$ cat src/snd_cfg.svh
`ifndef SND_CFG_SVH
`define SND_CFG_SVH

// work RAM, 2 KB
`define SND_RAM_AW 11

// sound CPU address bus
`define SND_ADDR_W 16

// external program ROM, 32 KB window
`define SND_ROM_AW 15

// title theme ROM, 16-bit words
`define SND_TITLE_AW 18

// pulled-up data bus on undecoded reads
`define SND_OPEN_BUS 8'hff

`endif
$ cat src/snd_pkg.sv
package snd_pkg;

    // memory map selection
    typedef enum logic [0:0] {
        GAME_STD  = 1'b0,
        GAME_PUNK = 1'b1
    } game_e;

    // decoded bus target
    typedef enum logic [3:0] {
        DEV_NONE,
        DEV_ROM,
        DEV_RAM,
        DEV_SRES,   // sample chip and title reset bits
        DEV_LATCH,  // command latch from main CPU
        DEV_VDIN,
        DEV_VST,
        DEV_BUSY,
        DEV_NMICLR  // alternate map only
    } dev_e;

    typedef enum logic [1:0] {
        ST_IDLE,
        ST_DECODE,
        ST_ROMWAIT,
        ST_ACK
    } bus_st_e;

endpackage

$ cat src/snd_dev_if.sv
`timescale 1ns/100ps

interface snd_dev_if;
    snd_pkg::dev_e sel;       // target of the access in flight
    logic          rd_stb;    // single cycle
    logic          wr_stb;    // single cycle
    logic [11:0]   a;
    logic [7:0]    wdata;
    logic [7:0]    ram_rdata;
    logic [7:0]    reg_rdata;

    modport ctrl (
        output sel,
        output rd_stb,
        output wr_stb,
        output a,
        output wdata,
        input  ram_rdata,
        input  reg_rdata
    );

    modport ram (
        input  sel,
        input  rd_stb,
        input  wr_stb,
        input  a,
        input  wdata,
        output ram_rdata
    );

    // control registers only need the select, no address bits
    modport regs (
        input  sel,
        input  rd_stb,
        input  wr_stb,
        input  wdata,
        output reg_rdata
    );
endinterface

$ cat src/snd_ctrl_regs.sv
`timescale 1ns/100ps

module snd_ctrl_regs (
    input  logic       clk,
    input  logic       rst,
    input  logic [7:0] snd_latch,
    input  logic       upd_busyn,
    input  logic       sample_tick,
    snd_dev_if.regs    bus,
    output logic       upd_rst,
    output logic [7:0] upd_latch,
    output logic       upd_play,    // start, active low at the chip
    output logic       title_rstn,
    output logic       nmi_n
);

    logic upd_rstn;
    logic tick_q;
    logic tick_rise;
    logic nmi_clr;

    assign upd_rst = ~upd_rstn;

    always_ff @(posedge clk or posedge rst) begin
        if (rst) begin
            upd_rstn   <= 1'b0;
            title_rstn <= 1'b0;
            upd_latch  <= 8'd0;
            upd_play   <= 1'b1;
        end else if (bus.wr_stb) begin
            case (bus.sel)
                snd_pkg::DEV_SRES: begin
                    upd_rstn   <= bus.wdata[1];
                    title_rstn <= bus.wdata[2];
                end
                snd_pkg::DEV_VDIN: upd_latch <= bus.wdata;
                snd_pkg::DEV_VST:  upd_play  <= ~bus.wdata[0];
                default: ;
            endcase
        end
    end

    // read side, latch and busy flag only
    always_ff @(posedge clk) begin
        if (bus.rd_stb) begin
            if (bus.sel == snd_pkg::DEV_LATCH) begin
                bus.reg_rdata <= snd_latch;
            end else if (bus.sel == snd_pkg::DEV_BUSY) begin
                bus.reg_rdata <= {7'd0, upd_busyn};
            end
        end
    end

    assign tick_rise = sample_tick && !tick_q;
    assign nmi_clr   = (bus.rd_stb || bus.wr_stb) && (bus.sel == snd_pkg::DEV_NMICLR);

    always_ff @(posedge clk or posedge rst) begin
        if (rst) begin
            tick_q <= 1'b0;
            nmi_n  <= 1'b1;
        end else begin
            tick_q <= sample_tick;
            if (nmi_clr) begin
                nmi_n <= 1'b1;      // clear wins over a new tick
            end else if (tick_rise) begin
                nmi_n <= 1'b0;
            end
        end
    end

    a_stb_onehot: assert property (
        @(posedge clk) disable iff (rst) !(bus.rd_stb && bus.wr_stb)
    );
    // strobes come from the controller's decode state, one cycle each
    a_stb_single: assert property (
        @(posedge clk) disable iff (rst) (bus.rd_stb || bus.wr_stb) |=> !(bus.rd_stb || bus.wr_stb)
    );

endmodule

$ cat src/flat_wrapper.sv
// flat-port wrapper written by rule: the top's interface ports become plain ports
module snd_ctrl_regs_flat 
  (clk, rst, snd_latch, upd_busyn, sample_tick, upd_rst, upd_latch, upd_play, title_rstn, nmi_n, bus_sel, bus_rd_stb, bus_wr_stb, bus_wdata, bus_reg_rdata);
  snd_dev_if bus_i ();
  input  logic clk;
  input  logic rst;
  input  logic [7:0] snd_latch;
  input  logic upd_busyn;
  input  logic sample_tick;
  output logic upd_rst;
  output logic [7:0] upd_latch;
  output logic upd_play;
  output logic title_rstn;
  output logic nmi_n;
  input wire logic [$bits(bus_i.sel)-1:0] bus_sel;
  input wire logic [$bits(bus_i.rd_stb)-1:0] bus_rd_stb;
  input wire logic [$bits(bus_i.wr_stb)-1:0] bus_wr_stb;
  input wire logic [$bits(bus_i.wdata)-1:0] bus_wdata;
  output wire logic [$bits(bus_i.reg_rdata)-1:0] bus_reg_rdata;
  assign bus_i.sel = bus_sel;
  assign bus_i.rd_stb = bus_rd_stb;
  assign bus_i.wr_stb = bus_wr_stb;
  assign bus_i.wdata = bus_wdata;
  assign bus_reg_rdata = bus_i.reg_rdata;
  snd_ctrl_regs u_core (.clk(clk), .rst(rst), .snd_latch(snd_latch), .upd_busyn(upd_busyn), .sample_tick(sample_tick), .bus(bus_i), .upd_rst(upd_rst), .upd_latch(upd_latch), .upd_play(upd_play), .title_rstn(title_rstn), .nmi_n(nmi_n));
endmodule
$ cat config.mk
export PLATFORM = sky130hd
export DESIGN_NAME = snd_ctrl_regs_flat
export DESIGN_NICKNAME = d
export VERILOG_FILES = /design/src/snd_cfg.svh /design/src/snd_pkg.sv /design/src/snd_dev_if.sv /design/src/snd_ctrl_regs.sv /design/src/flat_wrapper.sv
export SDC_FILE = /design/constraint.sdc
export NUM_CORES = 1
export LEC_CHECK = 0
export BUFFER_PORTS_ARGS = -buffer_cell sky130_fd_sc_hd__buf_2
export CORE_MARGIN = 1
export CORE_UTILIZATION = 30
export CTS_CLUSTER_DIAMETER = 80
export DETAILED_ROUTE_END_ITERATION = 16
export PLACE_DENSITY_LB_ADDON = 0.3
export SLEW_MARGIN = 20
export SYNTH_ARGS = -nofsm -noshare
export SYNTH_HDL_FRONTEND = slang
export SYNTH_SLANG_ARGS = --single-unit
$ cat constraint.sdc
create_clock -name clk -period 1.65 [get_ports clk]
set_input_delay 0.33 -clock clk [delete_from_list [all_inputs] [get_ports clk]]
set_output_delay 0.33 -clock clk [all_outputs]
set_load 0.02 [all_outputs]
==> flow_metrics.env <==
export IMPL_outcome="finished, final reports clean"
export IMPL_critPathBufInv=1
export IMPL_cp_slowest_stage_delay_ps=550
export IMPL_start_util=0.315
export IMPL_setup_viol=0
export IMPL_cp_required_ps=1320
export IMPL_cts_made_buffers=3
export IMPL_utilization=0.424
export IMPL_hpwl_um=1290
export IMPL_die_h_um=55.6
export IMPL_synth_top_family_by_area="simple AND/OR/NAND/NOR gates"
export IMPL_grt_max_degree=14
export IMPL_cts_tree="yes"
export IMPL_yosysWarnings=0
export IMPL_overflow=0
export IMPL_final_setup_skew_ps=0.164
export IMPL_wl_per_cell_um=11.8
export IMPL_syn_nets=82
export IMPL_max_slew_margin=0.682
export IMPL_drt_iter0_markers=5
export IMPL_yosysTopAreaCell="dfrtp_1"
export IMPL_synthToLayoutAreaGrowth_pct=34.6
export IMPL_post_cts_repair_setup_buffers=0
export IMPL_worst_slack_ps=318
export IMPL_drc_errors=0
export IMPL_worst_slew_pin_slew_ps=476
export IMPL_grt_pass1_vias=640
export IMPL_syn_avg_cell_area_um2=15.4
export IMPL_drive_above_1_share=0.623
export IMPL_ys_ff_latch=21
export IMPL_dieArea_um2=3090
export IMPL_synth_mux_area_frac=0.144
export IMPL_portBuffers=45
export IMPL_yosysTopAreaCellShare=0.320
export IMPL_synth_simple_gate_area_frac=0.148
export IMPL_ant_nets=0
export IMPL_antenna_found_initial=0
export IMPL_ys_top_cells_by_area="dfrtp_1 32%, edfxtp_1 28%, mux2_2 14%"
export IMPL_die_w_um=55.6
export IMPL_numClockSinks=21
export IMPL_synth_compound_area_frac=0.0247
export IMPL_hold_violations=0
export IMPL_cp_max_fo=2
export IMPL_slew_violations=0
export IMPL_core_area_um2=2730
export IMPL_r2r_cells=2
export IMPL_ir_drop_uv=632
export IMPL_fin_nets=133
export IMPL_fillers=250
export IMPL_clk_latency_ps=290
export IMPL_worstSetupEndpointType="output port"
export IMPL_place_worst_setup_slack_ps=26.7
export IMPL_cts_hold_buf=0
export IMPL_period_minus_slack_ps=1330
export IMPL_holdCritPathClass="primary input to asynchronous set/reset pin"
export IMPL_arrival_ps=1000
export IMPL_synth_edff_count=8
export IMPL_detailedRoute_firstPassIterationCount=4
export IMPL_maxCapViolations=0
export IMPL_fin_total_pwr_mw=1.19
export IMPL_synth_common_cells="11 x dfrtp_1, 11 x mux2_2, 8 x edfxtp_1, 7 x and2_1, 3 x inv_1"
export IMPL_cts_buffer_depth=2
export IMPL_rsz0062_at_grt="no"
export IMPL_gp_congestion=0.635
export IMPL_crit_cells=1
export IMPL_fin_tns_setup_ps=0
export IMPL_grt_pass1_wl_um=2690
export IMPL_htreeDepth=1
export IMPL_async_flop_share=0.619
export IMPL_io_pins=46
export IMPL_cts_resized=0
export IMPL_worst_setup_path_type="flip-flop to output port"
export IMPL_insertedDiodeCount=0
export IMPL_p_leak_nw=0.521
export IMPL_clock_root_buffer="clkbuf_4"
export IMPL_critical_path_top_delay_family="flip-flops"
export IMPL_synth_seq_area_share=0.660
export IMPL_dr_total_vias=620
export IMPL_drt_total_wl_um=1620
export IMPL_critPathLaunchType="flip-flop"
export IMPL_syn_area_um2=861
export IMPL_synthAdderAreaFrac=0
export IMPL_synthFlopType="dfrtp_1"
export IMPL_path_cells="buf_2"
export IMPL_power_density_nw_per_um2=1030
export IMPL_dpl_instance_area_um2=1130
export IMPL_synthXorXnorAreaFrac=0.0102
export IMPL_fmax_mhz=751
export IMPL_design_area_um2=1160
export IMPL_netlist_instances=56
export IMPL_cts_clk_slew_worst_paths_ps=110
export IMPL_viasPerCell=4.53
export IMPL_period_share=0.807
export IMPL_crit_slowest_cell="dfstp_2"
export IMPL_rrSetupSlack_ps=860
export IMPL_num_rows=19
export IMPL_synth_cell_types=18
export IMPL_grt_total_usage=0.113
==> per-stage QoR <==
stage	instances	hold slack [ps]
final	137	26.0
after global routing	137	35.4
after CTS	137	33.8
after detailed placement	133	370
after global placement	133	361
after floorplan	56	206
==> layer usage <==
layer / vias to the layer above / GRT usage / share of wire
met3: 0 / 0.0398 / 0.092
met2: 28 / 0.191 / 0.50
met1: 290 / 0.125 / 0.41
li1: 302 / - / -
met5: - / 0 / 0
met4: 0 / 0.0536 / 0
==> kinds of logic (layout without fill, tap and decap cells) <==
group / after synthesis / in the layout
AND/OR/NAND/NOR: 16 / 16
AO/OA/AOI/OAI: 4 / 4
buffers and inverters: 3 / 53
multiplexers: 11 / 11
flip-flops: 21 / 21
XOR/XNOR: 1 / 1
==> state kept, by name, summed over array words and instances (netlist names) <==
name and cells:
u_core.title_rstn 1, u_core.upd_play 1, u_core.bus.reg_rdata 8, u_core.nmi_n 1, u_core.upd_latch 8, u_core.upd_rstn 1
u_core.tick_q 1
==> worst paths after layout <==
kind | start | to
max in group asynchronous | rst | u_core.nmi_n$_DFFE_PP1P_
min | rst | u_core.upd_latch[3]$_DFFE_PP0P_
max | u_core.upd_play$_DFFE_PP1P_ | upd_play
min in group clk | sample_tick | u_core.tick_q$_DFF_PP0_
max reg2reg | u_core.upd_play$_DFFE_PP1P_ | u_core.upd_play$_DFFE_PP1P_
min reg2reg | u_core.nmi_n$_DFFE_PP1P_ | u_core.nmi_n$_DFFE_PP1P_
==> power breakdown <==
part	internal [mW]	switching, mW	leakage (nW)	total (mW)
Clock	0.0940	0.148	0.0150	0.242
Sequential	0.620	0.0336	0.215	0.653
Combinational	0.125	0.168	0.291	0.293
==> area by class of cell <==
type | instances | area (µm²) | share of cell area
flip-flops and latches | 21 | 568 | 0.490
clock buffers | 4 | 26.3 | 0.0227
inverters | 3 | 11.3 | 0.00972
multi-input cells | 32 | 282 | 0.243
repair buffers | 46 | 233 | 0.201
well taps | 31 | 38.8 | 0.0335
==> cell usage in the layout (no fill, tap or decap) <==
cell type / netlist / layout
nor3_4: 1 / 1
buf_4: 0 / 1
dfrtp_1: 11 / 11
nand2_1: 2 / 2
xor2_1: 1 / 1
o21ai_0: 2 / 2
nor4b_2: 1 / 1
and4bb_2: 1 / 1
nor3b_1: 1 / 1
dfstp_2: 2 / 2
nor4b_1: 1 / 1
buf_2: 0 / 45
clkbuf_1: 0 / 1
mux2_2: 11 / 11
a21oi_1: 1 / 1
edfxtp_1: 8 / 8
clkbuf_4: 0 / 3
a31oi_1: 1 / 1
nor3_2: 1 / 1
inv_1: 3 / 3
nand2b_1: 1 / 1
and2_1: 7 / 7
Power figures use the tool's default switching activity.
