==> config.mk <==
export PLATFORM = sky130hd
export DESIGN_NAME = snd_bus_ctrl_flat
export DESIGN_NICKNAME = d
export VERILOG_FILES = /design/src/snd_pkg.sv /design/src/snd_dev_if.sv /design/src/snd_bus_ctrl.sv /design/src/flat_wrapper.sv
export VERILOG_INCLUDE_DIRS = /design/src
export SDC_FILE = /design/constraint.sdc
export NUM_CORES = 1
export LEC_CHECK = 0
export BUFFER_PORTS_ARGS = -buffer_cell sky130_fd_sc_hd__buf_4
export CAP_MARGIN = 20
export CORE_ASPECT_RATIO = 0.8
export CORE_UTILIZATION = 41
export DETAILED_ROUTE_END_ITERATION = 10
export PLACE_DENSITY = 0.77
export RECOVER_POWER = 50
export SLEW_MARGIN = 15
export SYNTH_ARGS = -nofsm -noshare
export SYNTH_HDL_FRONTEND = slang
export SYNTH_SLANG_ARGS = --single-unit
==> constraint.sdc <==
create_clock -name clk -period 3.55 [get_ports clk]
set_clock_uncertainty 0.05 [all_clocks]
set_input_delay 0.355 -clock clk [delete_from_list [all_inputs] [get_ports clk]]
set_output_delay 0.355 -clock clk [all_outputs]
set_load 0.005 [all_outputs]
==> src/snd_cfg.svh <==
`ifndef SND_CFG_SVH
`define SND_CFG_SVH

// work RAM, 2 KB
`define SND_RAM_AW 11

// sound CPU address bus
`define SND_ADDR_W 16

// external program ROM, 32 KB window
`define SND_ROM_AW 15

// title theme ROM, 16-bit words
`define SND_TITLE_AW 18

// pulled-up data bus on undecoded reads
`define SND_OPEN_BUS 8'hff

`endif
==> src/snd_pkg.sv <==
package snd_pkg;

    // memory map selection
    typedef enum logic [0:0] {
        GAME_STD  = 1'b0,
        GAME_PUNK = 1'b1
    } game_e;

    // decoded bus target
    typedef enum logic [3:0] {
        DEV_NONE,
        DEV_ROM,
        DEV_RAM,
        DEV_SRES,   // sample chip and title reset bits
        DEV_LATCH,  // command latch from main CPU
        DEV_VDIN,
        DEV_VST,
        DEV_BUSY,
        DEV_NMICLR  // alternate map only
    } dev_e;

    typedef enum logic [1:0] {
        ST_IDLE,
        ST_DECODE,
        ST_ROMWAIT,
        ST_ACK
    } bus_st_e;

endpackage

==> src/snd_dev_if.sv <==
`timescale 1ns/100ps

interface snd_dev_if;
    snd_pkg::dev_e sel;       // target of the access in flight
    logic          rd_stb;    // single cycle
    logic          wr_stb;    // single cycle
    logic [11:0]   a;
    logic [7:0]    wdata;
    logic [7:0]    ram_rdata;
    logic [7:0]    reg_rdata;

    modport ctrl (
        output sel,
        output rd_stb,
        output wr_stb,
        output a,
        output wdata,
        input  ram_rdata,
        input  reg_rdata
    );

    modport ram (
        input  sel,
        input  rd_stb,
        input  wr_stb,
        input  a,
        input  wdata,
        output ram_rdata
    );

    // control registers only need the select, no address bits
    modport regs (
        input  sel,
        input  rd_stb,
        input  wr_stb,
        input  wdata,
        output reg_rdata
    );
endinterface

==> src/snd_bus_ctrl.sv <==
`timescale 1ns/100ps
`include "snd_cfg.svh"

module snd_bus_ctrl (
    input  logic                   clk,
    input  logic                   rst,
    input  snd_pkg::game_e         game,
    // host side, four-phase req/ack
    input  logic                   req,
    input  logic                   wr,
    input  logic [`SND_ADDR_W-1:0] addr,
    input  logic [7:0]             wdata,
    output logic                   ack,
    output logic [7:0]             rdata,
    // program ROM
    output logic [`SND_ROM_AW-1:0] rom_addr,
    output logic                   rom_cs,
    input  logic [7:0]             rom_data,
    input  logic                   rom_ok,
    snd_dev_if.ctrl                bus
);

    snd_pkg::bus_st_e       state;
    snd_pkg::dev_e          dev_dec;
    snd_pkg::dev_e          sel_q;
    logic [`SND_ADDR_W-1:0] a_q;
    logic                   wr_q;
    logic [7:0]             wdata_q;
    logic [7:0]             rom_q;
    logic                   rom_rd;

    // address decode, one map per game
    always_comb begin
        dev_dec = snd_pkg::DEV_NONE;
        if (game == snd_pkg::GAME_PUNK) begin
            if (addr[15:12] != 4'hf) begin
                dev_dec = snd_pkg::DEV_ROM;         // 0000-EFFF
            end else if (!addr[11]) begin
                dev_dec = snd_pkg::DEV_RAM;         // F000-F7FF
            end else if (addr[11:9] == 3'd5) begin
                dev_dec = snd_pkg::DEV_NMICLR;      // FAxx-FBxx
            end
        end else begin
            if (!addr[15]) begin
                dev_dec = snd_pkg::DEV_ROM;
            end else begin
                case (addr[14:12])
                    3'd0: dev_dec = snd_pkg::DEV_RAM;   // 8xxx
                    3'd1: dev_dec = snd_pkg::DEV_SRES;  // 9xxx
                    3'd2: dev_dec = snd_pkg::DEV_LATCH; // Axxx
                    3'd5: dev_dec = snd_pkg::DEV_VDIN;  // Dxxx
                    3'd6: dev_dec = snd_pkg::DEV_VST;   // Exxx
                    3'd7: dev_dec = snd_pkg::DEV_BUSY;  // Fxxx
                    default: dev_dec = snd_pkg::DEV_NONE; // FM and DAC, not modelled
                endcase
            end
        end
    end

    assign rom_rd = (sel_q == snd_pkg::DEV_ROM) && !wr_q;

    always_ff @(posedge clk or posedge rst) begin
        if (rst) begin
            state <= snd_pkg::ST_IDLE;
            sel_q <= snd_pkg::DEV_NONE;
            ack   <= 1'b0;
        end else begin
            case (state)
                snd_pkg::ST_IDLE: begin
                    if (req) begin
                        state <= snd_pkg::ST_DECODE;
                        sel_q <= dev_dec;
                    end
                end
                snd_pkg::ST_DECODE: begin
                    if (rom_rd) begin
                        state <= snd_pkg::ST_ROMWAIT;
                    end else begin
                        state <= snd_pkg::ST_ACK;   // strobe fires this cycle
                        ack   <= 1'b1;
                    end
                end
                snd_pkg::ST_ROMWAIT: begin
                    if (rom_ok) begin
                        state <= snd_pkg::ST_ACK;
                        ack   <= 1'b1;
                    end
                end
                snd_pkg::ST_ACK: begin
                    if (!req) begin
                        state <= snd_pkg::ST_IDLE;
                        ack   <= 1'b0;
                    end
                end
                default: state <= snd_pkg::ST_IDLE;
            endcase
        end
    end

    // access payload, held until the next request
    always_ff @(posedge clk) begin
        if (state == snd_pkg::ST_IDLE && req) begin
            a_q     <= addr;
            wr_q    <= wr;
            wdata_q <= wdata;
        end
        if (state == snd_pkg::ST_ROMWAIT && rom_ok) begin
            rom_q <= rom_data;
        end
    end

    assign rom_addr = a_q[`SND_ROM_AW-1:0];
    assign rom_cs   = rom_rd && (state == snd_pkg::ST_DECODE ||
                                 state == snd_pkg::ST_ROMWAIT);

    assign bus.sel    = sel_q;
    assign bus.a      = a_q[11:0];
    assign bus.wdata  = wdata_q;
    assign bus.rd_stb = (state == snd_pkg::ST_DECODE) && !wr_q &&
                        (sel_q != snd_pkg::DEV_ROM);
    assign bus.wr_stb = (state == snd_pkg::ST_DECODE) && wr_q;

    // every source below is a register, so rdata holds while ack is up
    always_comb begin
        case (sel_q)
            snd_pkg::DEV_ROM:   rdata = rom_q;
            snd_pkg::DEV_RAM:   rdata = bus.ram_rdata;
            snd_pkg::DEV_LATCH: rdata = bus.reg_rdata;
            snd_pkg::DEV_BUSY:  rdata = bus.reg_rdata;
            default:            rdata = `SND_OPEN_BUS;
        endcase
    end

    // the host must still be holding req on the cycle ack goes up
    a_ack_needs_req: assert property (
        @(posedge clk) disable iff (rst) $rose(ack) |-> $past(req)
    );

endmodule

==> src/flat_wrapper.sv <==
// flat-port wrapper written by rule: the top's interface ports become plain ports
module snd_bus_ctrl_flat 
  (clk, rst, game, req, wr, addr, wdata, ack, rdata, rom_addr, rom_cs, rom_data, rom_ok, bus_sel, bus_rd_stb, bus_wr_stb, bus_a, bus_wdata, bus_ram_rdata, bus_reg_rdata);
  snd_dev_if bus_i ();
  input  logic clk;
  input  logic rst;
  input  snd_pkg::game_e game;
  input  logic req;
  input  logic wr;
  input  logic [`SND_ADDR_W-1:0] addr;
  input  logic [7:0] wdata;
  output logic ack;
  output logic [7:0] rdata;
  output logic [`SND_ROM_AW-1:0] rom_addr;
  output logic rom_cs;
  input  logic [7:0] rom_data;
  input  logic rom_ok;
  output wire logic [$bits(bus_i.sel)-1:0] bus_sel;
  output wire logic [$bits(bus_i.rd_stb)-1:0] bus_rd_stb;
  output wire logic [$bits(bus_i.wr_stb)-1:0] bus_wr_stb;
  output wire logic [$bits(bus_i.a)-1:0] bus_a;
  output wire logic [$bits(bus_i.wdata)-1:0] bus_wdata;
  input wire logic [$bits(bus_i.ram_rdata)-1:0] bus_ram_rdata;
  input wire logic [$bits(bus_i.reg_rdata)-1:0] bus_reg_rdata;
  assign bus_sel = bus_i.sel;
  assign bus_rd_stb = bus_i.rd_stb;
  assign bus_wr_stb = bus_i.wr_stb;
  assign bus_a = bus_i.a;
  assign bus_wdata = bus_i.wdata;
  assign bus_i.ram_rdata = bus_ram_rdata;
  assign bus_i.reg_rdata = bus_reg_rdata;
  snd_bus_ctrl u_core (.clk(clk), .rst(rst), .game(game), .req(req), .wr(wr), .addr(addr), .wdata(wdata), .ack(ack), .rdata(rdata), .rom_addr(rom_addr), .rom_cs(rom_cs), .rom_data(rom_data), .rom_ok(rom_ok), .bus(bus_i));
endmodule
==> results.cfg, run 1 <==
[setup_path]
reg2reg_from = u_core.state[0]
r2r.worst_path.cells = 4
crit_chain = nor4b_2 > nor2b_2 > and2_1 > buf_4
cpPeakStageDelay_ns = 0.85
critPathMaxFanout = 11
crit_type = reg2out
r2r-end = u_core.wr_q
ff2ff_setup_slack_ns = 1.43
cp-start-kind = flip-flop
arrival_ns = 2.17
crit_slowest_cell = nor4b_2
end_kind = primary output
critPathRequiredTime_ns = 3.14

[cts]
clockBufferDepth = 2
cts_max_level = 2
postCtsSetupBuffers = 0
numCtsBuffers = 5
path_clk_slew_ns = 0.08
ctsResizeCount = 0
clkSinkCount = 39
cts_root_buffer = clkbuf_8
postCtsHoldBufs = 1
insertion_delay_ns = 0.28
cts_tree = built

[yosys]
yosysWarnings = 0
yosysTopAreaCell = edfxtp_1
ys.flop_type = edfxtp_1
ys_types = 29
synth_mux_area_share_pct = 1.82
avgSynthCellArea_um2 = 14.3
yosys.area_share.simple_pct = 9.12
synth_area_leaders = edfxtp_1, dfrtp_1, buf_4
syn_nets = 179
ys_seq_area_share_pct = 66.3
synth_seq_cells = 39
synthCells = 120
ys_async_sr_fraction_pct = 17.9
synth_adder_area_share_pct = 3.65
synth_top_area_share_pct = 56.1
synth_top_family_by_area = compound AO/OA/AOI/OAI gates
synth_edf_count = 32
synth_compound_area_share_pct = 10.0
netlist_area_um2 = 1710
synth_xor_xnor_area_share_pct = 1.02

[final_layout]
syn2layout_area_growth_pct = 49.3
diodes = 0
fillers = 328
regArea_um2 = 1140
finish.utilization_pct = 65.6
final_common_cell = clkbuf_4
layout-drive-gt1-share_pct = 50.7
multi_input_area_um2 = 439
layout_common_cells = clkbuf_4, buf_4, edfxtp_1, nand2_1, inv_1
nNetsFinal = 277

[routing]
vias = 1307
postRouteAntennaNets = 0
dr.pass1.iters = 7
drc = 0
wire_per_inst_um = 14.5
vias_per_cell = 4.77
first_iter_violations = 124
totalWireLength_um = 3970

[sta]
setup_viol = 0
slew_headroom_pct = 31.8
fin_crit_ns = 2.57
finalCritPeriodShare_pct = 72.5
whs_ns = 0.210
hold_violations = 0
fmax_ghz = 0.389
drv_slew = 0
rsz0062_at_grt = no
tightest_slew_ns = 1.02
fin_setup_tns_ns = 0

[flow_run]
drv_cap = 0

[grt]
grt_pass1_wl_um = 6010
grt_pass1_vias = 1273
antenna_found_initial = 0
grt_overflow = 0
grt.total_usage_pct = 18.9
grt_max_degree = 29

[min_path]
whs_endpoint = u_core.a_q[8]
worstHoldPathCells = 1
holdCritStartpoint = addr[8]
hold_path.class = in2reg

[die]
ios = 105
die_area_um2 = 4450
initial_core_util_pct = 43.9
rows = 20
die_w_um = 74.3
core_area_um2 = 3900
die_y_um = 59.8

[power]
ir_worst_vdd_v = 0.000364
p_leak_nw = 1.13
power_density_nw_per_um2 = 712

[place]
place_congestion = 0.803
place_hpwl_um = 3190
portBuffers = 104

[status]
outcome = finished, final reports clean
-- per-layer routing --
metal | wire length (um) | GRT usage (%)
met3 | 227 | 5.40
met1 | 1680 | 23.9
met4 | 51 | 8.09
met5 | 0 | 0
met2 | 2010 | 30.6
-- sequential cells by signal, summed over array words and instances (netlist names) --
register and cells:
u_core.wr_q 1, u_core.bus.sel 4, u_core.ack 1, u_core.state 2, u_core.a_q 15, u_core.bus.wdata 8, u_core.rom_q 8
-- cells in the mapped netlist (2+ instances only) --
library cell  number
inv_1              9
mux2i_1            2
buf_4             14
o41ai_1            2
dfrtp_1            7
xor2_1             2
ha_1               5
nand2_1           14
a222oi_1           8
nor4b_2            2
o21ai_0            2
nor2_1             2
a21oi_1            2
and2_1             3
edfxtp_1          32
-- kinds of logic (layout without fill, tap and decap cells) --
family	Yosys count	count (layout)
buffers and inverters	23	122
adder cells (fa/ha/maj)	5	5
XOR/XNOR	2	2
AO/OA/AOI/OAI	21	21
flip-flops	39	39
AND/OR/NAND/NOR	27	27
multiplexers	3	3
-- critical path: cells and delay by family (launching register included) --
family | cells | cell delay [ns]
simple gates | 3 | 1.35
flops | 1 | 0.43
buf+inv | 1 | 0.10
-- cell type report --
type                       instances  area share, %
clock inverter                     2           1.37
timing repair buffer             105           29.9
sequential                        39           44.4
clock buffer                       6           3.23
multi-input combinational         58           17.2
inverter                           9           1.32
tap                               55           2.69
-- how the worst max path moves through the flow --
| stage | from | endpoint | slack (ns) | depth (start not counted) |
|---|---|---|---|---|
| finish | u_core.bus.sel[1] | rom_cs | 0.98 | 4 |
| global route | u_core.bus.sel[1] | rdata[2] | 0.87 | 4 |
| CTS | u_core.bus.sel[1] | rom_cs | 1.00 | 4 |
| detailed placement | u_core.bus.sel[1] | rom_cs | 1.32 | 4 |
| global placement | u_core.bus.sel[1] | rom_cs | 1.36 | 4 |
| floorplan | u_core.state[0] | u_core.a_q[0] | 1.78 | 4 |
-- per-stage QoR --
| stage | power, mW | instance area [um2] | worst slack [ns] | std cells |
|---|---|---|---|---|
| 2_1_floorplan | 1.10 | 1710 | 1.78 | 120 |
| 3_3_place_gp | 1.45 | 2460 | 1.36 | 265 |
| 3_5_place_dp | 1.47 | 2460 | 1.32 | 265 |
| 4_1_cts | 1.85 | 2590 | 1.00 | 274 |
| 5_1_grt | 1.95 | 2560 | 0.865 | 274 |
| 6_report | 1.82 | 2560 | 0.978 | 274 |
-- power breakdown --
group	internal, mW	switching [mW]
logic	0.410	0.358
clock network	0.227	0.149
registers	0.612	0.0663
total	1.25	0.573
Power figures use the tool's default switching activity.
==> run 2: changes to the inputs <==
Settings changed: CORE_UTILIZATION 41 to 38, PLACE_DENSITY 0.77 to 0.75.
Clock period 3.55 ns to 2.2 ns, I/O delays scaled along.
==> run 2 against run 1 <==
Net effect: cell count rose by 2.6%; critical endpoint is now rdata[7]; hold slack worse by 0.15 ns; combinational power up 73%; sequential cell count unchanged; register-to-register slack worse by 0.94 ns; largest cell class unchanged; die area rose by 7.6%; count of clock-buffer cells in the layout unchanged; global-route usage decreased by 1.6 points; critical path depth increased by 2; final area is 3.1% higher; sequential share of layout area down 1.2 points.
==> results.cfg, run 2 (synthesis gave the netlist of run 1 again) <==
[cts]
cts_tree = built
numCtsBuffers = 5
insertion_delay_ns = 0.28
path_clk_slew_ns = 0.07
cts_max_level = 2
cts_root_buffer = clkbuf_8
clkSinkCount = 39
clockBufferDepth = 2

[sta]
slew_headroom_pct = 70.3
fin_crit_ns = 2.13
hold_violations = 0
fmax_ghz = 0.469
rsz0062_at_grt = yes
drv_slew = 0
setup_viol = 0
finalCritPeriodShare_pct = 96.9
tightest_slew_ns = 0.444
fin_ws_ns = 0.0675
whs_ns = 0.0619

[grt]
grt_pass1_vias = 1239
grt_pass1_wl_um = 5970
grt_overflow = 0
antenna_found_initial = 0
grt.total_usage_pct = 17.3
grt_max_degree = 29

[flow_run]
drv_cap = 0

[power]
ir_worst_vdd_v = 0.000581
power_density_nw_per_um2 = 1190
p_leak_nw = 1.16

[setup_path]
crit_top_cell = buf_4
crit_slowest_cell = dfrtp_2
crit_buf_inv = 2
crit_chain = xor2_2 > nor3b_2 > buf_4 > a222oi_1 > nand2_1 > buf_4
arrival_ns = 1.86
cpPeakStageDelay_ns = 0.45
cp_top_family = flip-flops
crit_type = reg2out
critPathMaxFanout = 5
cp-start-kind = flip-flop
end_kind = primary output
critPathRequiredTime_ns = 1.93

[routing]
top_layer = met4
dr.pass1.iters = 4
vias = 1339
wl_met1_um = 1720
postRouteAntennaNets = 0
wl_met2_um = 2140
wire_per_inst_um = 14.6
met3_length_um = 201
drc = 0
totalWireLength_um = 4110
vias_per_cell = 4.77
first_iter_violations = 70

[status]
outcome = finished, final reports clean

[final_layout]
fillers = 351
largest_reg_flops = 15
multi_input_area_um2 = 460
syn2layout_area_growth_pct = 53.9
layout-drive-gt1-share_pct = 53.1
diodes = 0
layout_common_cells = clkbuf_4, buf_4, edfxtp_1, nand2_1, inv_1
nNetsFinal = 282
largest-register = u_core.a_q
regArea_um2 = 1140
finish.utilization_pct = 62.0

[place]
pre_cts_ws_ns = 0.213
place_congestion = 0.912
portBuffers = 104
place_hpwl_um = 3220

[die]
initial_core_util_pct = 40.3
die_w_um = 77.1
ios = 105
core_area_um2 = 4260
die_area_um2 = 4780
die_y_um = 62.1
rows = 21

[min_path]
hold_path.class = in2reg
==> run 2: layout make-up <==
| class | instances | share of cell area (%) |
|---|---|---|
| inverters | 9 | 1.28 |
| flip-flops and latches | 39 | 43.1 |
| clock inverters | 2 | 2.28 |
| repair buffers | 110 | 30.4 |
| multi-input cells | 58 | 17.4 |
| well taps | 57 | 2.70 |
| clock buffers | 6 | 2.75 |
==> run 2: report_power, final <==
group | leakage, nW | internal, mW | total [mW] | switching [mW]
clock network | 0.0654 | 0.453 | 0.689 | 0.236
registers | 0.375 | 0.989 | 1.11 | 0.119
logic | 0.723 | 0.736 | 1.33 | 0.598
total | 1.16 | 2.18 | 3.13 | 0.954
==> run 2: per-stage QoR <==
step	instance area, um2	setup TNS (ns)	cells	total power, mW
floorplan	1710	0	120	1.78
global placement	2480	0	270	2.38
detailed placement	2480	0	270	2.41
CTS	2640	0	279	3.13
global route	2640	-0.00684	281	3.33
finish	2640	0	281	3.13
==> run 2: worst paths after layout <==
check | from | endpoint | depth (start not counted) | slack, ns
min | addr[15] | u_core.bus.sel[0] | 2 | 0.06
max | u_core.bus.sel[1] | rdata[7] | 6 | 0.07
min reg2reg | u_core.ack | u_core.ack | 2 | 0.49
max in group asynchronous | rst | u_core.bus.sel[0] | 3 | 1.47
min in group asynchronous | rst | u_core.bus.sel[1] | 3 | 0.39
max reg2reg | u_core.state[0] | u_core.wr_q | 5 | 0.49
==> run 2: repair_timing <==
item,4_1_cts,5_1_grt
hold endpoints to repair,7,0
setup endpoints to repair,8,8
buffers inserted,0,2
gates resized for setup,1,4
gates cloned,0,0
hold buffers,1,0
pin swaps,0,4
==> run 2: routing by layer <==
metal  GRT usage (%)  vias up
li1                -      646
met1            21.3      650
met2            28.8       39
met3            5.40        4
met4            8.36        0
met5               0        -
