**src/snd_cfg.svh**
```systemverilog
`ifndef SND_CFG_SVH
`define SND_CFG_SVH

// work RAM, 2 KB
`define SND_RAM_AW 11

// sound CPU address bus
`define SND_ADDR_W 16

// external program ROM, 32 KB window
`define SND_ROM_AW 15

// title theme ROM, 16-bit words
`define SND_TITLE_AW 18

// pulled-up data bus on undecoded reads
`define SND_OPEN_BUS 8'hff

`endif
```
**src/title_player.sv**
```systemverilog
`timescale 1ns/100ps
`include "snd_cfg.svh"

module title_player (
    input  logic                       clk,
    input  logic                       rst,
    input  logic                       cen_20,
    input  logic                       title_rstn,
    input  logic [15:0]                title_data,
    output logic [`SND_TITLE_AW:1]     title_addr,
    output logic signed [15:0]         title
);

    logic signed [15:0] title_raw;
    logic [2:0]         shift;

    // sign is inverted bit 12 above nine left-justified mantissa bits
    assign title_raw = {~title_data[12], title_data[11:3], 6'd0};
    assign shift     = ~title_data[15:13];  // attenuation exponent

    always_ff @(posedge clk or posedge rst) begin
        if (rst) begin
            title_addr <= '0;
            title      <= 16'sd0;
        end else if (!title_rstn) begin
            title_addr <= '0;
            title      <= 16'sd0;
        end else if (cen_20) begin
            title_addr <= title_addr + 1'b1;
            title      <= title_raw >>> shift;
        end
    end

    // cen_20 is a single-cycle enable from the clock divider
    a_cen_single: assert property (
        @(posedge clk) disable iff (rst) cen_20 |=> !cen_20
    );

endmodule

```
**config.mk**
```make
export PLATFORM = sky130hd
export DESIGN_NAME = title_player
export DESIGN_NICKNAME = d
export VERILOG_FILES = /design/src/title_player.sv
export VERILOG_INCLUDE_DIRS = /design/src
export SDC_FILE = /design/constraint.sdc
export NUM_CORES = 1
export LEC_CHECK = 0
export ABC_AREA = 1
export BUFFER_PORTS_ARGS = -buffer_cell sky130_fd_sc_hd__buf_2
export CELL_PAD_IN_SITES_DETAIL_PLACEMENT = 2
export CELL_PAD_IN_SITES_GLOBAL_PLACEMENT = 2
export CORE_MARGIN = 2
export CORE_UTILIZATION = 32
export CTS_BUF_LIST = sky130_fd_sc_hd__clkbuf_8
export DETAILED_ROUTE_END_ITERATION = 6
export HOLD_SLACK_MARGIN = 0.12
export PLACE_DENSITY_LB_ADDON = 0.1
export SLEW_MARGIN = 20
export SYNTH_ARGS = -nofsm -noshare
export SYNTH_HDL_FRONTEND = slang
export SYNTH_SLANG_ARGS = --single-unit
```
**constraint.sdc**
```tcl
create_clock -name clk -period 1.95 [get_ports clk]
set_input_delay 0.4875 -clock clk [delete_from_list [all_inputs] [get_ports clk]]
set_output_delay 0.4875 -clock clk [all_outputs]
set_load 0.02 [all_outputs]
```
==> results of run 1 <==
flip-flops by register name (all words and copies together), names as in the netlist:
register    flops
title_addr     18
title          16
per-layer routing:
layer  wire, µm  vias up  track usage, %
li1           -      952               -
met1       2510      945            23.1
met2       3000       38            34.3
met3        171        7            3.37
met4         55        0            4.50
met5          0        -               0
worst reg2reg max path, cell delays in order, from the launching register on:
cell     delay (ns)
dfrtp_1        0.40
ha_1           0.25
inv_1          0.07
nor2_1         0.14
nand2_2        0.09
nor2_2         0.15
nand2_1        0.09
nor2_1         0.10
nor2_1         0.05
final cells by class:
cell class,count,share of cell area (%)
clock buffers,5,2.93
clock inverters,2,0.319
multi-input cells,198,41.0
inverters,24,3.94
well taps,75,3.99
flip-flops and latches,34,36.2
repair buffers,53,11.6
worst max path at each step:
stage | start | endpoint | slack, ns
2_1_floorplan | title_addr[2] | title_addr[15] | 0.60
4_1_cts | title_addr[2] | title_addr[15] | 0.50
3_5_place_dp | title_data[14] | title[10] | 0.37
5_1_grt | title_addr[2] | title_addr[15] | 0.33
6_report | title_addr[2] | title_addr[15] | 0.52
3_3_place_gp | title_data[14] | title[10] | 0.41
stage by stage:
step	hold WS [ns]	util, %
6_report	0.307	39.7
5_1_grt	0.332	39.7
4_1_cts	0.335	39.7
3_5_place_dp	0.476	38.4
3_3_place_gp	0.461	38.4
2_1_floorplan	0.585	-
power by group through the flow:
stage | clock network, mW | registers, mW | logic [mW]
after floorplan | 0 | 0.793 | 0.117
after global placement | 0 | 0.760 | 0.227
after detailed placement | 0 | 0.761 | 0.233
after CTS | 0.514 | 0.747 | 0.234
after global routing | 0.544 | 0.751 | 0.259
final | 0.497 | 0.747 | 0.228
cells in the final DEF, fill, tap and decap left out, drive strengths merged:
cell type,Yosys,layout
a21oi,10,10
a22o,1,1
and2,2,2
buf,5,53
clkbuf,2,5
dfrtp,34,34
ha,1,1
inv,24,26
nand2,86,86
nand3,34,34
nand4,1,1
nor2,31,31
nor3,3,3
o211ai,4,4
o21ai,18,18
or2,7,7
cells by family (layout without fill, tap and decap cells):
group | Yosys count | count (layout) | share of synthesized area (%)
adder cells (fa/ha/maj) | 1 | 1 | 0.637
AO/OA/AOI/OAI | 33 | 33 | 9.37
AND/OR/NAND/NOR | 164 | 164 | 39.1
buffers and inverters | 31 | 84 | 7.58
flip-flops | 34 | 34 | 43.3
==> impl_metrics.csv, run 1 <==
group,metric,value,unit
setup_path,cp.required,2.14,ns
cts,cts_setup_buffers,0,
floorplan,initial_utilization,33.2,%
pwr,peakVddDrop,0.222,mV
place,gp_congestion,0.841,
cells_and_area,post_layout_nonfiller_instances,391,
setup_path,r2r_end,"title_addr[15]",
timing,fin_crit,1.43,ns
cts,numCtsBuffers,5,
run_status,status,"finished, final reports clean",
timing,clock.fmax,700,MHz
setup_path,cp-end-kind,"register",
cells_and_area,synthToLayoutAreaGrowth,19.7,%
timing,finClkSkew,0.00610,ns
setup_path,slowest_stage,"dfrtp_1",
pwr,power_frac_seq,50.7,%
setup_path,path_max_fanout,4,
route,drc,0,
cells_and_area,regArea,851,µm²
yosys,synth_top_area_share,43.3,%
timing,setup_viol,0,
timing,worst_slack,0.522,ns
route,dr.pass1.iters,4,
timing,worst_slew_pin_slew,0.457,ns
cells_and_area,drive_gt1_share,26.6,%
timing,relSlewSlack,69.6,%
place,place_area,2270,µm²
flow_run,cap_violations,0,
setup_path,crit_chain,"ha_1 > inv_1 > nor2_1 > nand2_2 > nor2_2 > nand2_1 > nor2_1 > nor2_1",
cts,cts.repair.resized,0,
setup_path,start_kind,"register",
cts,clk_latency,0.29,ns
floorplan,die_w,82.3,µm
cells_and_area,multiInputGateArea,963,µm²
pwr,leakage,1.24,nW
pwr,p_comb_share,15.5,%
place,place_ws,0.374,ns
floorplan,io_pins,54,
global_route,grt_pass1_vias,2073,
cells_and_area,nets,337,
yosys,synth_commonest_cells,"nand2_1, dfrtp_1, nand3_1, nor2_1, inv_1",
floorplan,die_h,82.3,µm
setup_path,r2r-start,"title_addr[2]",
route,vias,1942,
yosys,syn-cell-area,1960,µm²
place,portBuffers,50,
setup_path,path_class,"register to register",
timing,hold_viol,0,
cts,path_clk_slew,0.07,ns
global_route,grt_usage,18.9,%
yosys,syn_nets,284,
cts,cts-root-buf,"clkbuf_8",
yosys,synth_area_leader_cell,"dfrtp_1",
place,dp_cells,384,
route,ant_nets,0,
cts,htreeDepth,2,
yosys,yosysUniqueCellTypes,30,
yosys,synth_edf_count,0,
global_route,grt_start_max_net_pins,35,
pwr,power_density,626,nW/µm²
floorplan,fp.dieArea,6780,µm²
setup_path,rrSetupSlack,0.52,ns
yosys,synth_seq_cells,34,
pwr,p_sw_share,29.3,%
place,hpwl,4420,µm
cells_and_area,n_antenna_cell,0,
cts,cts_tree,"yes",
setup_path,cp_num_cells,8,
timing,min_period_over_period,73.2,%
global_route,grt_pass1_wl,9870,µm
timing,maxSlewViolCount,0,
yosys,yosysMostFrequentCell,"nand2_1",
route,first_iter_violations,24,
floorplan,placementRows,28,
floorplan,core_area,5920,µm²
yosys,synthFlopType,"dfrtp_1",
yosys,synthTopCellsByArea,"dfrtp_1, nand2_1, nand3_1",
cts,clock_path_buffers,2,
setup_path,slowest_delay,0.40,ns
cts,cts_hold_buf,0,
route,wl_per_cell,14.7,µm
cts,cts.sinks,34,
setup_path,r2r_cells,8,
pwr,finalPower,1.47,mW
yosys,netlist_instances,263,
pwr,p_sw,0.432,mW
yosys,async_flop_share,100,%
pwr,intPower,1.04,mW
setup_path,worst-path-buf-inv,1,
route,drt-total-wl,5740,µm
route,viasPerCell,4.97,
cells_and_area,design_area,2350,µm²
global_route,antenna_found_initial,0,
yosys,synth.avg_cell_area,7.46,µm²
setup_path,crit_family,"simple AND/OR/NAND/NOR gates",
setup_path,crit_top_cell,"nor2_1",
timing,rsz0062_at_grt,"no",
global_route,grt-ovfl-total,0,
cells_and_area,nFillCells,732,
timing,fin_tns_setup,0,ns
pwr,clkPwrFrac,33.8,%
min_path,hold_path_class,"input port to asynchronous set/reset pin",
yosys,yosysWarnings,0,
yosys,yosysSeqAreaShare,43.3,%
setup_path,arrival,1.61,ns
No activity file was read; power rests on OpenSTA's default activity.
==> run 2, diff against run 1 <==
- ABC_AREA: 1 -> 0
- clock period: 1.95 -> 1.5 ns (I/O delays scaled with it)
==> impl_metrics.csv, run 2 <==
group,metric,value,unit
timing,hold_ws,0.216,ns
route,drt-total-wl,7270,µm
yosys,synthTopCellsByArea,"dfrtp_1, mux4_2, mux2i_1",
timing,relSlewSlack,67.8,%
floorplan,io_pins,54,
route,ant_nets,0,
run_status,status,"complete, but fails checks",
yosys,yosysWarnings,0,
global_route,grt_start_max_net_pins,35,
setup_path,start_kind,"register",
cells_and_area,drive_gt1_share,46.2,%
timing,finClkSkew,0.00828,ns
cells_and_area,final_common_cell,"buf_2",
route,wl_per_cell,20.8,µm
timing,fin_crit,1.81,ns
floorplan,placementRows,27,
timing,worst_slew_pin_slew,0.477,ns
route,viasPerCell,5.32,
pwr,power_density,888,nW/µm²
yosys,synth.avg_cell_area,9.83,µm²
route,dr.pass1.iters,4,
cts,clk_latency,0.29,ns
cells_and_area,reg_top3,"title_addr (18), title (16)",
timing,hold_viol,0,
floorplan,initial_utilization,33.5,%
yosys,synth_top_area_share,45.6,%
timing,rsz0062_at_grt,"yes",
cells_and_area,design_area,2730,µm²
cells_and_area,largest_reg_flops,18,
setup_path,arrival,2.03,ns
cells_and_area,nets,297,
pwr,peakVddDrop,0.407,mV
timing,maxSlewViolCount,0,
setup_path,path_class,"register to register",
yosys,netlist_instances,190,
setup_path,cp-end-kind,"register",
floorplan,core_area,5570,µm²
cts,cts.sinks,34,
cells_and_area,final_cell_mix,"buf_2, buf_4, dfrtp_1",
place,gp_congestion,0.852,
route,first_iter_violations,76,
cells_and_area,n_antenna_cell,0,
cts,cts_tree,"yes",
yosys,yosysUniqueCellTypes,38,
yosys,yosysSeqAreaShare,45.6,%
floorplan,die_w,80.4,µm
min_path,hold_path_class,"input port to asynchronous set/reset pin",
cts,path_clk_slew,0.08,ns
cells_and_area,nFillCells,613,
cts,cts_hold_buf,0,
floorplan,fp.dieArea,6460,µm²
setup_path,path_max_fanout,7,
timing,setup_viol,10,
cts,cts-root-buf,"clkbuf_8",
timing,min_period_over_period,121,%
yosys,synthFlopType,"dfrtp_1",
cts,clock_path_buffers,2,
setup_path,cp.required,1.72,ns
timing,clock.fmax,553,MHz
route,drc,0,
timing,worst_slack,-0.308,ns
yosys,syn-cell-area,1870,µm²
yosys,yosysMostFrequentCell,"dfrtp_1",
yosys,synth_seq_cells,34,
yosys,syn_nets,211,
cells_and_area,largest-register,"title_addr",
pwr,leakage,1.31,nW
place,place_area,2450,µm²
cts,htreeDepth,2,
global_route,grt-ovfl-total,0,
global_route,grt_usage,23.8,%
place,portBuffers,50,
run_status,violations,"negative setup slack",
yosys,synth_edf_count,0,
cts,numCtsBuffers,5,
floorplan,die_h,80.4,µm
place,hpwl,4690,µm
yosys,synth_area_leader_cell,"dfrtp_1",
yosys,synth_commonest_cells,"dfrtp_1, nor2_1, o21ai_0, a21oi_1, nand2_1",
pwr,finalPower,2.43,mW
global_route,grt_pass1_vias,2161,
global_route,antenna_found_initial,0,
timing,fin_tns_setup,-1.82,ns
flow_run,cap_violations,0,
route,vias,1857,
global_route,grt_pass1_wl,11500,µm
cells_and_area,synthToLayoutAreaGrowth,46.3,%
yosys,async_flop_share,100,%
## run 2: changes by cell type after synthesis, moves of 5 or more
| cell | previous run | this run |
|---|---|---|
| clkbuf_1 | 2 | 7 |
| nor2_2 | 7 | 0 |
| mux4_2 | 0 | 5 |
| mux2i_1 | 0 | 11 |
| or3_1 | 0 | 8 |
| nand2_1 | 82 | 12 |
| a21oi_1 | 10 | 18 |
| or2_2 | 5 | 0 |
| nand3_1 | 34 | 3 |
| xnor2_1 | 0 | 5 |
| inv_1 | 20 | 6 |
## run 2: critical path, cell delays in order (launching register included)
cell,delay [ns]
dfrtp_2,0.40
nand4_4,0.11
or4b_4,0.58
buf_6,0.15
or3_4,0.33
a21oi_2,0.16
## run 2: final timing paths
| kind | slack [ns] | end | startpoint | cells past startpoint |
|---|---|---|---|---|
| max reg2reg | -0.31 | title_addr[10] | title_addr[7] | 5 |
| max in group asynchronous | 0.94 | title_addr[8] | rst | 3 |
| min in group clk | 0.53 | title[15] | title_data[12] | 4 |
| min | 0.22 | title_addr[1] | rst | 3 |
| min reg2reg | 0.55 | title[1] | title[1] | 2 |
| max | -0.31 | title_addr[10] | title_addr[7] | 5 |
## run 2: per-layer routing
layer	part of all wire, %	vias to the layer above	track usage [%]	routed length (µm)
li1	-	848	-	-
met1	37	947	24.1	2710
met2	57	45	48.0	4120
met3	2.7	17	3.71	197
met4	3.3	0	8.31	241
met5	0	-	0	0
## run 2: final cells by class
cell class	instances	area (µm²)	share of cell area (%)
repair buffers	90	586	21.4
clock buffers	5	68.8	2.52
flip-flops and latches	34	860	31.5
inverters	7	26.3	0.962
multi-input cells	138	1030	37.8
clock inverters	3	68.8	2.52
well taps	72	90.1	3.30
## run 2: power by group
part           internal [mW]  total, mW  switching [mW]
Combinational          0.174      0.417           0.244
Sequential             0.951      0.971          0.0197
Clock                  0.666       1.04           0.371
## run 2: repair_timing
action                                  in CTS  in global routing
endpoints found under the hold margin        0                  0
pin swaps                                    4                  8
endpoints found under the setup margin      11                 14
gates resized for setup                      8                 16
setup buffers                                4                  2
gates cloned                                 0                  0
## run 2: cell families after synthesis
group	Yosys count	synth area share (%)
buffers and inverters	18	4.89
AOI/OAI and AO/OA	47	13.5
and+or+nand+nor	64	18.6
DFF	34	45.6
adders and majority gates	1	0.670
muxes	17	12.5
xor gates and xnor gates	9	4.22
## run 2: through the flow
stage / std cells / setup slack (ns) / util (%)
floorplan: 190 / -0.193 / -
global placement: 336 / -0.327 / 43.9
detailed placement: 336 / -0.379 / 43.9
CTS: 348 / -0.232 / 47.6
global route: 349 / -0.356 / 49.0
finish: 349 / -0.308 / 49.0
==> run 3, diff against run 2 <==
- CORE_UTILIZATION: 32 -> 35
- clock period: 1.5 -> 2.2 ns (I/O delays scaled with it)
==> impl_metrics.csv, run 3 (same netlist as run 2, synthesis figures left out) <==
group,metric,value,unit
run_status,status,"finished, final reports clean",
global_route,grt_pass1_wl,9350,µm
timing,min_period_over_period,88.9,%
setup_path,crit_chain,"ha_1 > nand2_1 > or3_2 > or3_1 > a21oi_1",
cells_and_area,reg_top3,"title_addr (18), title (16)",
global_route,grt_pass1_vias,1891,
pwr,p_sw_share,28.8,%
cells_and_area,final_cell_mix,"buf_2, dfrtp_1, nor2_1",
global_route,grt_usage,19.8,%
setup_path,rrSetupSlack,0.24,ns
cells_and_area,drive_gt1_share,30.2,%
route,vias,1660,
cells_and_area,nets,262,
timing,clock.fmax,511,MHz
cts,cts_setup_buffers,0,
cts,cts.repair.resized,0,
pwr,clkPwrFrac,35.5,%
route,ant_nets,0,
cts,clk_latency,0.29,ns
timing,hold_viol,0,
timing,setup_viol,0,
timing,maxSlewViolCount,0,
cts,path_clk_slew,0.08,ns
global_route,antenna_found_initial,0,
timing,rsz0062_at_grt,"no",
setup_path,path_max_fanout,6,
setup_path,r2r_end,"title_addr[15]",
pwr,intPower,0.984,mW
global_route,grt-ovfl-total,0,
place,gp_congestion,0.761,
timing,finClkSkew,0.00400,ns
setup_path,r2r-start,"title_addr[1]",
setup_path,cp-end-kind,"register",
pwr,power_frac_seq,48.1,%
setup_path,r2r_cells,5,
timing,hold_ws,0.285,ns
pwr,leakage,1.08,nW
cts,cts_hold_buf,0,
cts,clock_path_buffers,2,
place,hpwl,4110,µm
timing,worst_slew_pin_slew,0.523,ns
setup_path,slowest_delay,0.54,ns
cells_and_area,nFillCells,597,
timing,relSlewSlack,65.1,%
min_path,hold_path_class,"input port to asynchronous set/reset pin",
pwr,p_comb_share,16.4,%
route,dr.pass1.iters,4,
floorplan,die_w,77.0,µm
route,drc,0,
floorplan,core_area,5140,µm²
cts,htreeDepth,2,
cts,cts.sinks,34,
floorplan,initial_utilization,36.3,%
pwr,peakVddDrop,0.293,mV
floorplan,placementRows,26,
pwr,p_sw,0.398,mW
cells_and_area,design_area,2270,µm²
setup_path,cp.required,2.42,ns
cells_and_area,final_common_cell,"buf_2",
cts,cts_tree,"yes",
cts,cts-root-buf,"clkbuf_8",
flow_run,cap_violations,0,
cells_and_area,largest-register,"title_addr",
cts,numCtsBuffers,5,
place,dp_cells,304,
cells_and_area,largest_reg_flops,18,
place,place_area,2180,µm²
setup_path,path_class,"register to register",
timing,fin_tns_setup,0,ns
timing,fin_crit,1.96,ns
setup_path,arrival,2.17,ns
setup_path,slowest_stage,"or3_2",
floorplan,die_h,77.0,µm
route,viasPerCell,5.32,
floorplan,fp.dieArea,5930,µm²
floorplan,io_pins,54,
cells_and_area,synthToLayoutAreaGrowth,21.7,%
global_route,grt_start_max_net_pins,28,
pwr,power_density,608,nW/µm²
place,portBuffers,50,
cells_and_area,n_antenna_cell,0,
route,drt-total-wl,5400,µm
setup_path,start_kind,"register",
route,first_iter_violations,31,
route,wl_per_cell,17.3,µm
cells_and_area,post_layout_nonfiller_instances,312,
run 3: changes by cell type in the layout (fill, tap and decap cells not counted), moves of 3 or more:
| cell | delta |
|---|---|
| or3_1 | +3 |
| or3_4 | -4 |
| dfrtp_1 | +7 |
| a21oi_1 | +4 |
| dfrtp_2 | -7 |
| a21oi_2 | -4 |
| buf_6 | -8 |
| buf_4 | -29 |
run 3: metal layers:
layer	wire length, µm	vias to the layer above	track usage, %	share of wire (%)
li1	-	792	-	-
met3	161	6	3.29	3.0
met1	2300	831	24.2	43
met2	2890	31	36.1	53
met4	54	0	4.82	1.0
met5	0	-	0	0
run 3: critical path: cells and delay by family, from the launching register on:
kind                     cells  cell delay, ns
AND/OR/NAND/NOR              3            1.06
flip-flops                   1            0.44
adder cells (fa/ha/maj)      1            0.24
AO/OA/AOI/OAI                1            0.15
run 3: final cells by class:
type	count	area (µm²)	share of cell area, %
clock buffer	6	82.6	3.63
clock inverter	2	12.5	0.551
inverter	7	26.3	1.16
multi-input combinational	138	925	40.7
sequential	34	851	37.4
tap	70	87.6	3.85
timing repair buffer	55	288	12.7
run 3: worst max-delay path by stage:
| stage | start | endpoint | slack [ns] | depth (start not counted) |
|---|---|---|---|---|
| global route | title_addr[1] | title_addr[13] | 0.13 | 5 |
| finish | title_addr[1] | title_addr[15] | 0.24 | 5 |
| floorplan | cen_20 | title_addr[12] | 0.29 | 6 |
| detailed placement | title_rstn | title_addr[18] | 0.09 | 5 |
| CTS | title_addr[1] | title_addr[15] | 0.25 | 5 |
| global placement | title_rstn | title_addr[18] | 0.14 | 5 |
run 3: power groups by stage:
stage / Clock (mW) / Sequential (mW) / Combinational (mW)
after floorplan: 0 / 0.703 / 0.115
after global routing: 0.538 / 0.668 / 0.251
after CTS: 0.502 / 0.665 / 0.232
after global placement: 0 / 0.675 / 0.218
final: 0.490 / 0.665 / 0.227
after detailed placement: 0 / 0.676 / 0.230
run 3: metrics by stage:
stage / utilization (%) / total power, mW / worst slack [ns]
after global placement: 42.4 / 0.893 / 0.136
after global routing: 44.2 / 1.46 / 0.131
after detailed placement: 42.4 / 0.906 / 0.0854
after floorplan: - / 0.818 / 0.294
final: 44.2 / 1.38 / 0.244
after CTS: 44.2 / 1.40 / 0.249
